**src/design/cache_pkg.sv**
```systemverilog
package cache_pkg;

    // geometry
    localparam int tag_w          = 20;
    localparam int index_w        = 8;
    localparam int num_sets       = 256;
    localparam int words_per_line = 4;
    localparam int num_ways       = 2;

    // one cpu request as held by the lookup stage
    typedef struct packed {
        logic               op;        // 1 = write
        logic [tag_w-1:0]   tag;
        logic [index_w-1:0] index;
        logic [1:0]         word;      // offset[3:2]
        logic [1:0]         byte_off;  // offset[1:0]
        logic [3:0]         wstrb;
        logic [31:0]        wdata;
    } cpu_req_t;

    typedef logic [words_per_line-1:0][31:0] line_t;  // word 0 in the low bits

    typedef struct packed {
        logic [tag_w-1:0] tag;
        logic             valid;
    } tagv_t;

    // what refill needs to know about a miss
    typedef struct packed {
        cpu_req_t         req;
        logic             victim_way;
        logic             victim_dirty;
        logic             victim_valid;
        logic [tag_w-1:0] victim_tag;
        line_t            victim_line;
    } miss_info_t;

    typedef struct packed {
        logic               way;
        logic [1:0]         word;
        logic [index_w-1:0] index;
        logic [3:0]         be;
        logic [31:0]        data;
        logic               en;
    } bank_wr_t;

    typedef struct packed {
        logic [index_w-1:0] index;
        logic               way;
        tagv_t              tagv;
        logic               dirty;
        logic               replace;
        logic               tagv_en;
        logic               dirty_en;
        logic               replace_en;
    } tag_wr_t;

endpackage

```
**src/design/cache_refill.sv**
```systemverilog
`timescale 1ns/1ps

module cache_refill
    import cache_pkg::*;
(
    input  logic        clk,
    input  logic        resetn,
    input  logic        miss_valid,
    input  miss_info_t  miss_info,
    output logic        busy,
    // line read
    output logic        rd_req,
    output logic [31:0] rd_addr,
    input  logic        rd_rdy,
    input  logic        ret_valid,
    input  logic        ret_last,
    input  logic [31:0] ret_data,
    // write-back
    output logic        wr_req,
    output logic [31:0] wr_addr,
    output line_t       wr_data,
    input  logic        wr_rdy,
    // store updates and cpu response
    output bank_wr_t    bank_wr,
    output tag_wr_t     tag_wr,
    output logic        refill_data_ok,
    output logic [31:0] refill_rdata
);

    typedef enum logic [1:0] {
        st_idle,
        st_wb,
        st_req,
        st_refill
    } state_t;

    state_t     state;
    miss_info_t mi;
    logic [1:0] beat_cnt;
    logic       beat;
    logic       last_beat;
    logic       store_beat;

    // byte merge of the store data over a returned word
    function automatic logic [31:0] merge_word(input logic [31:0] old_word,
                                               input logic [31:0] new_word,
                                               input logic [3:0]  strb);
        logic [31:0] result;
        result = old_word;
        for (int b = 0; b < 4; b++) begin
            if (strb[b]) begin
                result[b*8 +: 8] = new_word[b*8 +: 8];
            end
        end
        return result;
    endfunction

    always_ff @(posedge clk) begin
        if (!resetn) begin
            state    <= st_idle;
            beat_cnt <= 2'd0;
        end else begin
            case (state)
                st_idle: begin
                    if (miss_valid) begin
                        // clean or empty victim skips the write-back
                        if (miss_info.victim_valid && miss_info.victim_dirty) begin
                            state <= st_wb;
                        end else begin
                            state <= st_req;
                        end
                    end
                end
                st_wb: begin
                    if (wr_rdy) begin
                        state <= st_req;
                    end
                end
                st_req: begin
                    if (rd_rdy) begin
                        state    <= st_refill;
                        beat_cnt <= 2'd0;
                    end
                end
                st_refill: begin
                    if (ret_valid) begin
                        beat_cnt <= beat_cnt + 2'd1;
                        if (ret_last) begin
                            state <= st_idle;
                        end
                    end
                end
                default: state <= st_idle;
            endcase
        end
    end

    always_ff @(posedge clk) begin
        if (state == st_idle && miss_valid) begin
            mi <= miss_info;
        end
    end

    assign busy = (state != st_idle);

    assign wr_req  = (state == st_wb) & wr_rdy;  // wr_rdy seen first
    assign wr_addr = {mi.victim_tag, mi.req.index, 4'b0000};
    assign wr_data = mi.victim_line;

    assign rd_req  = (state == st_req);
    assign rd_addr = {mi.req.tag, mi.req.index, 4'b0000};

    assign beat       = (state == st_refill) & ret_valid;
    assign last_beat  = beat & ret_last;
    assign store_beat = mi.req.op && (beat_cnt == mi.req.word);

    always_comb begin
        bank_wr.way   = mi.victim_way;
        bank_wr.word  = beat_cnt;
        bank_wr.index = mi.req.index;
        bank_wr.be    = 4'hf;
        bank_wr.data  = store_beat ? merge_word(ret_data, mi.req.wdata, mi.req.wstrb)
                                   : ret_data;
        bank_wr.en    = beat;
    end

    // new tag, dirty and replace bits land with the last beat
    always_comb begin
        tag_wr.index      = mi.req.index;
        tag_wr.way        = mi.victim_way;
        tag_wr.tagv.tag   = mi.req.tag;
        tag_wr.tagv.valid = 1'b1;
        tag_wr.dirty      = mi.req.op;
        tag_wr.replace    = ~mi.victim_way;  // toggle
        tag_wr.tagv_en    = last_beat;
        tag_wr.dirty_en   = last_beat;
        tag_wr.replace_en = last_beat;
    end

    // reads answer on their own word, writes once the line is in
    assign refill_data_ok = mi.req.op ? last_beat : (beat && beat_cnt == mi.req.word);
    assign refill_rdata   = ret_data;

endmodule

```
**config.mk**
```make
export PLATFORM = sky130hd
export DESIGN_NAME = cache_refill
export DESIGN_NICKNAME = d
export VERILOG_FILES = /design/src/design/cache_pkg.sv /design/src/design/cache_refill.sv
export SDC_FILE = /design/constraint.sdc
export NUM_CORES = 1
export LEC_CHECK = 0
export ABC_AREA = 1
export BUFFER_PORTS_ARGS = -buffer_cell sky130_fd_sc_hd__buf_4
export CORE_AREA = 2 2 222 224
export CTS_CLUSTER_DIAMETER = 100
export DETAILED_ROUTE_END_ITERATION = 12
export DIE_AREA = 0 0 224 226
export SLEW_MARGIN = 30
export SYNTH_ARGS = -nofsm -noshare
export SYNTH_HDL_FRONTEND = slang
export SYNTH_SLANG_ARGS = --single-unit
```
**constraint.sdc**
```tcl
create_clock -name clk -period 15.5 [get_ports clk]
set_input_delay 0.775 -clock clk [delete_from_list [all_inputs] [get_ports clk]]
set_output_delay 0.775 -clock clk [all_outputs]
set_load 0.01 [all_outputs]
```
### Yosys cells after proc, flatten, opt, wreduce, memory -nomap -nowiden

Index checks and enable logic that the tools add are counted.
Widths: inputs -> output; s select.

| word-level totals | value |
|---|---|
| register bits after elaboration | 220 |
| input bits | 259 |
| output and inout bits | 311 |
| logic and storage cells | 53 |

| operators by class | value |
|---|---|
| $add $sub $neg | 1 |
| equality and inequality tests | 9 |
| muxes and demuxes | 16 |
| bitwise operators | 4 |
| reduce and logical (&&, ||, !) cells | 9 |

Operator list:

| operator | number |
|---|---|
| $mux 32 | 1 |
| $mux 8 | 4 |
| $mux 2 | 8 |
| $ne 2x2->1 const B | 4 |
| $pmux 2 s4 | 1 |
| $reduce_and 5->1 | 1 |
| $eq 2x2->1 const B | 2 |
| $logic_and 1x1->1 | 4 |
| $pmux 2 s2 | 1 |
| $reduce_bool 2->1 | 2 |
| $and 1x1->1 | 3 |
| $reduce_and 3->1 | 1 |
| $add 2x1->2 const B | 1 |
| $eq 2x1->1 const B | 1 |
| $eq 2x2->1 | 1 |
| $logic_not 2->1 | 1 |
| $ne 2x1->1 const B | 1 |
| $mux 1 | 1 |
| $not 1->1 | 1 |

### Longest topological paths before layout

| depth | value |
|---|---|
| depth after elaboration | 4 |
| mapped depth | 9 |
| mapped depth without buffers | 9 |

### Worst setup path before layout

OpenSTA, ideal clock, no wires.

| timing path | value |
|---|---|
| path type | input to register |
| from | input miss_valid |
| to | register mi, in the netlist bank_wr[37], enable pin |
| library setup time | 0.568 ns |
| data arrival time | 4.991 ns |
| data required time | 14.932 ns |
| setup slack | 9.942 ns |
| cell stages on the path | 2 |
| path buffers | 0 |
| cell sequence | nand2_1 > inv_1 |

| on the way | value |
|---|---|
| cells in the longest elaborated chain, start to end | 1 |

RTL lines:

| item | line | RTL |
|---|---|---|
| start, declared | cache_refill.sv:8 | `input logic miss_valid,` |
| $logic_and 1x1->1 | cache_refill.sv:99 | `if (state == st_idle && miss_valid) begin` |
| end signal, assigned | cache_refill.sv:100 | `mi <= miss_info;` |
| end, declared | cache_refill.sv:38 | `miss_info_t mi;` |

No other way between the ends.
A chain may end at the register's enable or synchronous reset.

### Worst setup path in the final report

| timing path | value |
|---|---|
| from | register state[1] |
| to | register mi, in the netlist bank_wr[41], enable pin |

| on the way | value |
|---|---|
| cells in the longest elaborated chain, start to end | 2 |

RTL lines:

| item | line | RTL |
|---|---|---|
| start, declared | cache_refill.sv:37 | `state_t state;` |
| start signal, assigned | cache_refill.sv:60 | `state <= st_idle;` |
| start signal, assigned | cache_refill.sv:68 | `state <= st_wb;` |
| start signal, assigned | cache_refill.sv:70 | `state <= st_req;` |
| $logic_not 2->1 | cache_refill.sv:99 |  |
| $logic_and 1x1->1 | cache_refill.sv:99 |  |

No other way between the ends.

==> flow_summary.yaml <==
global_route:
  grt_pass1_wl_um: 33100
  grt-ovfl-total: 0
  first_global_vias: 5570
  grt_start_max_net_pins: 86
  grt_usage: 0.0870
  grt_antenna_before_repair: 2
pwr:
  p_leak_nw: 5.79
  p_int_mw: 1.40
  swShare: 0.295
  p_per_area_nw_per_um2: 148
  p_sw_mw: 0.584
  vdd_ir_drop_max_v: 0.000102
  seqPwrFrac: 0.448
  combPwrFrac: 0.280
  power.share.clock: 0.272
timing:
  setup_viol_count_final: 0
  timing.fmax_ghz: 0.296
  rsz0062_at_grt: "false"
  tightest_slew_ns: 0.882
  setup_ws_ns: 12.12
  maxSlewHeadroom: 0.412
  post-route-min-period_ns: 3.38
  slew_viol_final: 0
  hold_viol: 0
  setup_tns_ns: 0
  finalCritPeriodShare: 0.218
  skew_ns: 0.0235
worst_setup_path:
  critical_path_arrival_ns: 3.52
  cp-end-kind: "register"
  required_ns: 15.64
  reg2reg_setup_slack_ns: 12.12
  worstPathMaxFanout: 85
  critPathKind: "register to register"
  worstSetupStartpointType: "register"
layout:
  nFillCells: 4952
  nNetsFinal: 1248
  antenna_cells_inserted: 0
  layout-drive-gt1-share: 0.628
  area_delta_synth_final_pct: 36.7
floorplan:
  rows: 81
  die_area_um2: 50600
  num_io_pins: 570
  core-area_um2: 48300
  die_w_um: 224
  start_util: 0.203
  die_y_um: 226
routing:
  drt_iter0_drc: 171
  vias_per_cell: 3.45
  wl_um: 24300
  routedWlPerCell_um: 15.0
  drcViolationCount: 0
  num_vias: 5581
  firstDrtPassIters: 4
  ant_nets: 0
placed_design:
  place_ws_ns: 11.90
  gp_congestion: 0.739
  place_hpwl_um: 19200
  numPortBuffers: 554
clocking:
  h-tree-depth: 1
  clk_latency_ns: 0.53
  cts.path.max_buffers: 3
  cts_setup_buffers: 0
  clockRootBuffer: "clkbuf_16"
  post_cts_resized: 0
  clkSlewWorstSetupHoldPaths_ns: 0.06
  clock_sinks: 220
  cts_hold_buffers: 0
  cts_tree: "yes"
  cts_made_buffers: 25
run:
  maxCapViolations: 0
synthesis:
  synth.avg_cell_area_um2: 14.6
  yosysWarnings: 0
  synth_seq_area_share: 0.670
  synth-seq-cells: 220
  netlist_instances: 672
  netlist_area_um2: 9800
  synth.distinct_cells: 20
outcome:
  outcome: "finished clean"
worst_hold_path:
  hp-class: "input pin to register"
[cells in the final DEF, fill, tap and decap left out]
| cell | count |
|---|---|
| nand2_1 | 57 |
| nand3_4 | 1 |
| xnor2_2 | 2 |
| edfxtp_1 | 216 |
| nand3_1 | 4 |
| buf_4 | 556 |
| conb_1 | 13 |
| clkinv_1 | 4 |
| clkbuf_1 | 3 |
| a21boi_0 | 1 |
| clkinv_4 | 1 |
| clkinvlp_4 | 1 |
| bufinv_16 | 1 |
| o21ai_0 | 2 |
| a21oi_1 | 1 |
| nand3b_1 | 1 |
| ha_1 | 5 |
| clkinv_2 | 6 |
| or2_2 | 1 |
| inv_1 | 17 |
| clkbuf_16 | 25 |
| o21ai_2 | 32 |
| mux2i_1 | 32 |
| nor2_1 | 11 |
| dfxtp_1 | 4 |
| inv_8 | 1 |
[cell usage after synthesis (all sizes together)]
cell    count  area share
nor2       11      0.0042
nand3       5      0.0038
edfxtp    216        0.66
o21ai      34       0.030
inv        18      0.0069
nand3b      1     0.00077
buf       278        0.22
a21boi      1     0.00077
mux2i      32       0.033
xnor2       2      0.0033
ha          5      0.0064
conb        2     0.00077
dfxtp       4      0.0082
nand2      57       0.022
a21oi       1     0.00051
or2         1     0.00064
clkbuf      4      0.0020
[kinds of logic (layout without fill, tap and decap cells)]
logic type / count (synthesis) / after routing / synth area share
adder cells (fa/ha/maj): 5 / 5 / 0.00639
AND/OR/NAND/NOR: 75 / 75 / 0.0313
AO/OA/AOI/OAI: 36 / 36 / 0.0309
flip-flops: 220 / 220 / 0.670
XOR/XNOR: 2 / 2 / 0.00332
other: 2 / 13 / 0.000767
multiplexers: 32 / 32 / 0.0327
buffers and inverters: 300 / 615 / 0.224
[registers in the layout, summed over array words and instances (netlist names)]
register,count
bank_wr,9
beat_cnt,2
mi,38
rd_addr,20
state,2
tag_wr,1
wr_addr,20
wr_data,128
[area by class of cell]
| type | count | area [µm²] | share of cell area |
|---|---|---|---|
| well taps | 622 | 778 | 0.0581 |
| clock inverters | 13 | 91.3 | 0.00682 |
| multi-input cells | 163 | 1070 | 0.0801 |
| flip-flops and latches | 220 | 6570 | 0.490 |
| inverters | 18 | 75.1 | 0.00560 |
| clock buffers | 28 | 637 | 0.0475 |
| repair buffers | 556 | 4170 | 0.312 |
[path summary, 6_finish.rpt]
path                         start  cells after the start               endpoint
max          state[1]$_SDFFE_PN0P_                      6  bank_wr[41]$_DFFE_PP_
min                  miss_info[15]                      1  wr_data[15]$_DFFE_PP_
max reg2reg  state[1]$_SDFFE_PN0P_                      6  bank_wr[41]$_DFFE_PP_
min reg2reg  state[0]$_SDFFE_PN0P_                      2  state[0]$_SDFFE_PN0P_
[worst max-delay path, stage by stage, from the launching register on]
cell and delay (ns):
dfxtp_1 0.35, inv_1 0.10, ha_1 0.22, nand2_1 0.15, inv_8 0.44, buf_4 0.77, buf_4 0.83
[per-layer routing]
metal | wire length (µm) | up-vias | track usage
li1 | - | 2641 | -
met1 | 8300 | 2552 | 0.0885
met2 | 12600 | 345 | 0.157
met3 | 2790 | 39 | 0.0393
met4 | 576 | 4 | 0.0312
met5 | 30 | - | 0
[metrics by stage]
step	util	instance area, µm²	total power, mW	hold slack [ns]	std cells
final	0.277	13400	1.98	0.409	1620
after global placement	0.262	12700	1.46	0.540	1579
after detailed placement	0.262	12700	1.47	0.540	1579
after global routing	0.277	13400	2.09	0.371	1620
after CTS	0.277	13400	2.02	0.358	1620
after floorplan	-	9840	1.31	0.512	683
[power groups by stage]
stage                     logic (mW)  registers [mW]  clock network, mW
after floorplan                0.416           0.896                  0
after global placement         0.562           0.898                  0
after detailed placement       0.566           0.903                  0
after CTS                      0.566           0.893              0.565
after global routing           0.602           0.903              0.582
final                          0.554           0.888              0.540
Power figures use the tool's default switching activity.
