### src/design/cache_pkg.sv
package cache_pkg;

    // geometry
    localparam int tag_w          = 20;
    localparam int index_w        = 8;
    localparam int num_sets       = 256;
    localparam int words_per_line = 4;
    localparam int num_ways       = 2;

    // one cpu request as held by the lookup stage
    typedef struct packed {
        logic               op;        // 1 = write
        logic [tag_w-1:0]   tag;
        logic [index_w-1:0] index;
        logic [1:0]         word;      // offset[3:2]
        logic [1:0]         byte_off;  // offset[1:0]
        logic [3:0]         wstrb;
        logic [31:0]        wdata;
    } cpu_req_t;

    typedef logic [words_per_line-1:0][31:0] line_t;  // word 0 in the low bits

    typedef struct packed {
        logic [tag_w-1:0] tag;
        logic             valid;
    } tagv_t;

    // what refill needs to know about a miss
    typedef struct packed {
        cpu_req_t         req;
        logic             victim_way;
        logic             victim_dirty;
        logic             victim_valid;
        logic [tag_w-1:0] victim_tag;
        line_t            victim_line;
    } miss_info_t;

    typedef struct packed {
        logic               way;
        logic [1:0]         word;
        logic [index_w-1:0] index;
        logic [3:0]         be;
        logic [31:0]        data;
        logic               en;
    } bank_wr_t;

    typedef struct packed {
        logic [index_w-1:0] index;
        logic               way;
        tagv_t              tagv;
        logic               dirty;
        logic               replace;
        logic               tagv_en;
        logic               dirty_en;
        logic               replace_en;
    } tag_wr_t;

endpackage

### src/design/cache_lookup.sv
`timescale 1ns/1ps

module cache_lookup
    import cache_pkg::*;
(
    input  logic                 clk,
    input  logic                 resetn,
    // cpu side
    input  logic                 valid,
    input  logic                 op,
    input  logic [index_w-1:0]   index,
    input  logic [tag_w-1:0]     tag,
    input  logic [3:0]           offset,
    input  logic [3:0]           wstrb,
    input  logic [31:0]          wdata,
    output logic                 addr_ok,
    output logic                 data_ok,
    output logic [31:0]          rdata,
    // stores
    output logic [index_w-1:0]   rd_index,
    input  tagv_t [num_ways-1:0] tagv,
    input  logic [num_ways-1:0]  dirty,
    input  logic                 replace_way,
    input  line_t [num_ways-1:0] lines,
    output bank_wr_t             bank_wr,
    output tag_wr_t              tag_wr,
    // refill side
    input  logic                 busy,
    input  logic                 refill_data_ok,
    input  logic [31:0]          refill_rdata,
    output logic                 miss_valid,
    output miss_info_t           miss_info
);

    cpu_req_t            req;
    logic                held;     // high in the lookup cycle
    logic [num_ways-1:0] way_hit;
    logic                hit;
    logic                hit_way;
    logic                lookup_ok;

    assign addr_ok  = ~held & ~busy;
    assign rd_index = index;  // stores read from the live index

    always_ff @(posedge clk) begin
        if (!resetn) begin
            held <= 1'b0;
        end else begin
            held <= valid & addr_ok;
        end
    end

    always_ff @(posedge clk) begin
        if (valid && addr_ok) begin
            req <= '{op: op, tag: tag, index: index, word: offset[3:2],
                     byte_off: offset[1:0], wstrb: wstrb, wdata: wdata};
        end
    end

    // tag compare
    always_comb begin
        for (int w = 0; w < num_ways; w++) begin
            way_hit[w] = tagv[w].valid && (tagv[w].tag == req.tag);
        end
    end
    assign hit       = |way_hit;
    assign hit_way   = way_hit[1];
    assign lookup_ok = held & hit;

    // the hit word, or the refill response when that one fires
    assign data_ok = lookup_ok | refill_data_ok;
    assign rdata   = refill_data_ok ? refill_rdata : lines[hit_way][req.word];

    // store hit goes straight into the bank with its strobes
    always_comb begin
        bank_wr.way   = hit_way;
        bank_wr.word  = req.word;
        bank_wr.index = req.index;
        bank_wr.be    = req.wstrb;
        bank_wr.data  = req.wdata;
        bank_wr.en    = lookup_ok & req.op;
    end

    always_comb begin
        tag_wr.index      = req.index;
        tag_wr.way        = hit_way;
        tag_wr.tagv.tag   = req.tag;
        tag_wr.tagv.valid = 1'b1;
        tag_wr.dirty      = 1'b1;
        tag_wr.replace    = ~hit_way;  // point at the other way
        tag_wr.tagv_en    = 1'b0;      // tags only change on refill
        tag_wr.dirty_en   = lookup_ok & req.op;
        tag_wr.replace_en = lookup_ok;
    end

    // miss hand-off with the victim picked by the replace bit
    assign miss_valid = held & ~hit;

    always_comb begin
        miss_info.req          = req;
        miss_info.victim_way   = replace_way;
        miss_info.victim_dirty = dirty[replace_way];
        miss_info.victim_valid = tagv[replace_way].valid;
        miss_info.victim_tag   = tagv[replace_way].tag;
        miss_info.victim_line  = lines[replace_way];
    end

endmodule

### config.mk
export PLATFORM = sky130hd
export DESIGN_NAME = cache_lookup
export DESIGN_NICKNAME = d
export VERILOG_FILES = /design/src/design/cache_pkg.sv /design/src/design/cache_lookup.sv
export SDC_FILE = /design/constraint.sdc
export NUM_CORES = 1
export LEC_CHECK = 0
export ABC_AREA = 1
export BUFFER_PORTS_ARGS = -buffer_cell sky130_fd_sc_hd__buf_2
export CAP_MARGIN = 0
export CORE_AREA = 8 8 288 290
export CTS_BUF_LIST = sky130_fd_sc_hd__clkbuf_8
export DETAILED_ROUTE_END_ITERATION = 8
export DIE_AREA = 0 0 296 298
export PLACE_DENSITY_LB_ADDON = 0.2
export SYNTH_ARGS = -nofsm -noshare
export SYNTH_HDL_FRONTEND = slang
export SYNTH_SLANG_ARGS = --single-unit
### constraint.sdc
create_clock -name clk -period 8.4 [get_ports clk]
set_input_delay 1.68 -clock clk [delete_from_list [all_inputs] [get_ports clk]]
set_output_delay 1.68 -clock clk [all_outputs]
set_load 0.005 [all_outputs]
# --- After elaboration in Yosys (flattened, before gate mapping) ---
# Cells that the tools add are included.
word_totals:
  ff_bits: 70
  input_bits: 407
op_classes:
  n_lt_le_gt_ge: 3
  eq_ne: 2
  muxes: 11
  bitwise: 10
  n_reduce_logical: 4
ops:
  columns: ["op", "count"]
  rows:
  - ["$mux W128", 4]
  - ["$bmux W32 S2", 1]
  - ["$mux W32", 2]
  - ["$mux W21", 2]
  - ["$eq A20 B20 Y1", 2]
  - ["$and A1 B1 Y1", 5]
  - ["$lt A1 B2 Y1 const B", 2]
  - ["$not A1 Y1", 4]
  - ["$logic_and A1 B1 Y1", 3]
  - ["$lt A2 B3 Y1 const B", 1]
  - ["$mux W1", 2]
  - ["$reduce_or A2 Y1", 1]
  - ["$or A1 B1 Y1", 1]

# --- Depth between registers and ports, before layout ---
logic_depth:
  ltp_word: 7
  ltp_mapped: 14
  mapped_depth_nobuf: 12

# --- Worst setup path before layout ---
# OpenSTA, ideal clock, no wires.
synth_path:
  path_type: "input-to-reg"
  start: "in busy"
  end: "reg req, in the netlist bank_wr[10], enable pin"
  setup_ns: 0.595
  arrival_ns: 6.690
  required_ns: 7.805
  setup_slack_ns: 1.116
  cell_stages: 1
  n_path_buf: 0
  cell_sequence: "nor3b_1"
synth_between:
  elab_chain_len: 3
synth_rtl:
  columns: ["item", "line_no", "rtl"]
  rows:
  - ["start, declared", "cache_lookup.sv:28", "input logic busy,"]
  - ["$not A1 Y1", "cache_lookup.sv:42", "assign addr_ok = ~held & ~busy;"]
  - ["$and A1 B1 Y1", "cache_lookup.sv:42", null]
  - ["$logic_and A1 B1 Y1", "cache_lookup.sv:54", "if (valid && addr_ok) begin"]
  - ["end signal, assigned", "cache_lookup.sv:55", "req <= '{op: op, tag: tag, index: index, word: offset[3:2],"]
  - ["end, declared", "cache_lookup.sv:35", "cpu_req_t req;"]
# Every way passes these cells.
# A chain may end at the register's enable or synchronous reset.

# --- Final worst setup path ---
layout_path:
  start: "in tagv[38] in the netlist's numbering"
  end: "out rdata[18]"
layout_between:
  elab_chain_len: 7
layout_rtl:
  columns: ["item", "line_no", "rtl"]
  rows:
  - ["start, declared", "cache_lookup.sv:21", "input tagv_t [num_ways-1:0] tagv,"]
  - ["$eq A20 B20 Y1", "cache_lookup.sv:63", "way_hit[w] = tagv[w].valid && (tagv[w].tag == req.tag);"]
  - ["$logic_and A1 B1 Y1", "cache_lookup.sv:63", null]
  - ["$mux W128 (not written as such) (2 in series)", "cache_lookup.sv:72", "assign rdata = refill_data_ok ? refill_rdata : lines[hit_way][req.word];"]
  - ["$bmux W32 S2", "cache_lookup.sv:72", null]
  - ["$mux W32 (not written as such)", "cache_lookup.sv:72", null]
  - ["$mux W32", "cache_lookup.sv:72", null]
  - ["end, declared", "cache_lookup.sv:18", "output logic [31:0] rdata,"]
# Every way passes these cells. The select of a mux whose other input is x is not followed.

==> insert_results.sql <==
INSERT INTO impl_metrics (metric_group, metric, value, unit) VALUES
('timing', 'setup-violations-final', '0', ''),
('critical_path', 'cp.arrival', '4.42', 'ns'),
('critical_path', 'regToRegStartpoint', 'held$_SDFF_PN0_', ''),
('pwr', 'worst_ir_drop_vdd', '146', 'uV'),
('synthesis', 'synthMostInstantiatedCell', 'nand2_1', ''),
('clock_network', 'cts_post_setup_buffers_inserted', '0', ''),
('critical_path', 'endpoint_kind', 'output port', ''),
('drt', 'drtAntennaViolNets', '0', ''),
('critical_path', 'cpPeakStageDelay', '0.47', 'ns'),
('placement', 'hpwl', '58600', 'um'),
('clock_network', 'total_clock_buffers_created_by_cts', '9', ''),
('timing', 'fin_skew', '0.0155', 'ns'),
('placement', 'globalplace.congestion', '0.821', ''),
('floorplan', 'floorplan.io_pins', '753', ''),
('synthesis', 'async_sr_flop_fraction', '0', '%'),
('drt', 'avgRoutedWirePerCell', '22.0', 'um'),
('critical_path', 'cp_common_cell', 'nand3_1', ''),
('drt', 'drtIter0Drc', '713', ''),
('synthesis', 'avg_cell_area_syn', '5.90', 'sq um'),
('timing', 'final_period_minus_worst_setup_slack', '6.10', 'ns'),
('drt', 'detail_route.drc_violations', '0', ''),
('global_route', 'number_of_antenna_violations_at_the_first_check_in_global_routing', '31', ''),
('global_route', 'grt_start_max_net_pins', '144', ''),
('final_layout', 'instances_no_fill', '3191', ''),
('critical_path', 'cp-endpoint', 'rdata[18]', ''),
('synthesis', 'synth_area', '0.00917', 'sq mm'),
('min_path', 'min-delay-start', 'held$_SDFF_PN0_', ''),
('critical_path', 'setup.worst_path.start', 'tagv[38]', ''),
('clock_network', 'clk_latency', '0.37', 'ns'),
('global_route', 'grt_usage', '14.8', '%'),
('floorplan', 'chip_height', '298', 'um'),
('drt', 'first_pass_iters', '5', ''),
('critical_path', 'cp.required', '6.72', 'ns'),
('global_route', 'first_global_vias', '12758', ''),
('timing', 'slew_headroom', '39.6', '%'),
('timing', 'worstMarginPinSlew', '0.905', 'ns'),
('timing', 'setup-tns-final', '0', 'ns'),
('synthesis', 'ys_ff_latch', '70', ''),
('final_layout', 'fin_nets', '2532', ''),
('final_layout', 'post_route_cells_drive_above_1_share', '37.4', '%'),
('floorplan', 'die_width', '296', 'um'),
('drt', 'total_detailed_routing_wirelength', '70200', 'um'),
('status', 'outcome', 'finished, final reports clean', ''),
('critical_path', 'cp_max_fo', '115', ''),
('floorplan', 'dieArea', '0.0882', 'sq mm'),
('synthesis', 'ys_top_cells_by_count', 'nand2_1 (391), inv_1 (301), nand3_1 (231), nand4_1 (137), o21ai_0 (136)', ''),
('pwr', 'total_leakage_power', '7.50', 'nW'),
('synthesis', 'synth_cells', '1554', ''),
('placement', 'placed_cells', '3164', ''),
('pwr', 'power-per-cell-area', '90.2', 'mW/mm^2'),
('synthesis', 'netlist_top_cells_area', 'edfxtp_1 (23%), nand2_1 (16%), nand3_1 (13%)', ''),
('clock_network', 'cts.clk_slew.worst_paths', '0.09', 'ns'),
('global_route', 'globalRoute.totalOverflow', '0', ''),
('critical_path', 'rr_endpoint', 'miss_info[213]$_DFFE_PP_', ''),
('clock_network', 'cts.repair.resized', '0', ''),
('placement', 'place.port_buffers', '749', ''),
('global_route', 'grt_first_pass_wirelength', '95200', 'um'),
('timing', 'report.final.slew_viol_count', '0', ''),
('final_layout', 'syn2layout_area_growth', '45.7', '%'),
('critical_path', 'critPathLaunchType', 'input pin', ''),
('critical_path', 'setup_cp_type', 'input pin to output port', ''),
('clock_network', 'library_cell_used_as_clock_root_buffer', 'clkbuf_8', ''),
('timing', 'rsz0062_at_grt', 'no', ''),
('synthesis', 'ys_flop_type', 'edfxtp_1', ''),
('min_path', 'holdCritPathClass', 'flip-flop to flip-flop', ''),
('synthesis', 'post_synth_num_cell_types', '31', ''),
('synthesis', 'yosysSeqAreaShare', '22.8', '%'),
('timing', 'finalHoldViolations', '0', ''),
('drt', 'route.vias.total', '12546', ''),
('floorplan', 'start_util', '11.7', '%'),
('clock_network', 'clk_path_buf_depth', '2', '');
[metrics by stage]
step | hold slack, ns | utilization (%) | cell area [sq um] | setup WS [ns]
2_1_floorplan | 0.587 | - | 9170 | 1.12
3_3_place_gp | 0.628 | 16.8 | 13100 | 2.30
3_5_place_dp | 0.619 | 16.8 | 13100 | 2.35
4_1_cts | 0.633 | 17.0 | 13300 | 2.34
5_1_grt | 0.669 | 17.0 | 13300 | 2.16
6_report | 0.643 | 17.0 | 13400 | 2.30
[report_power, final]
| group | internal (mW) | switching (mW) | total [mW] |
|---|---|---|---|
| registers | 0.402 | 0.0176 | 0.420 |
| logic | 0.202 | 0.301 | 0.504 |
| clock network | 0.135 | 0.147 | 0.282 |
| total | 0.740 | 0.466 | 1.21 |
[flip-flops by register name, summed over array words and instances, names as in the netlist]
register   count
bank_wr       46
miss_info     23
held           1
[per-layer routing]
layer  part of all wire (%)  global-route usage, %  routed length (um)
met1                     38                   16.6               27000
met2                     52                   28.1               36500
met3                    7.3                   3.02                5090
met4                    2.3                   3.76                1610
met5                  0.014                      0                  10
[worst min path at each step]
stage / endpoint / slack, ns
after global placement: held$_SDFF_PN0_ / 0.63
after floorplan: held$_SDFF_PN0_ / 0.59
final: held$_SDFF_PN0_ / 0.64
after CTS: held$_SDFF_PN0_ / 0.63
after global routing: held$_SDFF_PN0_ / 0.67
after detailed placement: held$_SDFF_PN0_ / 0.62
[worst max-delay path: cells and delay by family]
| family | cells | cell delay, ns |
|---|---|---|
| simple gates | 8 | 1.48 |
| buf+inv | 3 | 0.49 |
| xor+xnor | 1 | 0.47 |
[cell type report]
cell class / instances / area [sq um]
Fill cell: 9373 / 65000
Multi-Input combinational cell: 972 / 4650
Timing Repair Buffer: 765 / 3930
Sequential cell: 70 / 2090
Tap cell: 1050 / 1310
Inverter: 307 / 1150
Clock buffer: 9 / 124
Clock inverter: 7 / 66.3
Antenna cell: 11 / 27.5
[cell families (layout without fill, tap and decap cells)]
group	count (synthesis)	count (layout)	synth area share, %
other	2	14	0.0819
XOR/XNOR	13	13	1.24
AO/OA/AOI/OAI	154	154	8.50
AND/OR/NAND/NOR	799	799	40.3
flip-flops	70	70	22.8
multiplexers	3	3	0.368
buffers and inverters	513	1088	26.7
[layout by cell type, fill, tap and decap left out, drive strengths merged, types with 2 or more instances in the layout]
cell and instances:
nor2 28, buf 764, xnor2 9, a21oi 12, o22ai 3, mux2 3, o211ai 2, diode 11
inv 306, or2 2, nand2 391, clkinvlp 2, xor2 4, nand4 137, conb 3, clkinv 5
o21ai 137, edfxtp 69, clkbuf 10, nor4 5, nand3 232
(Power assumes the default switching activity.)
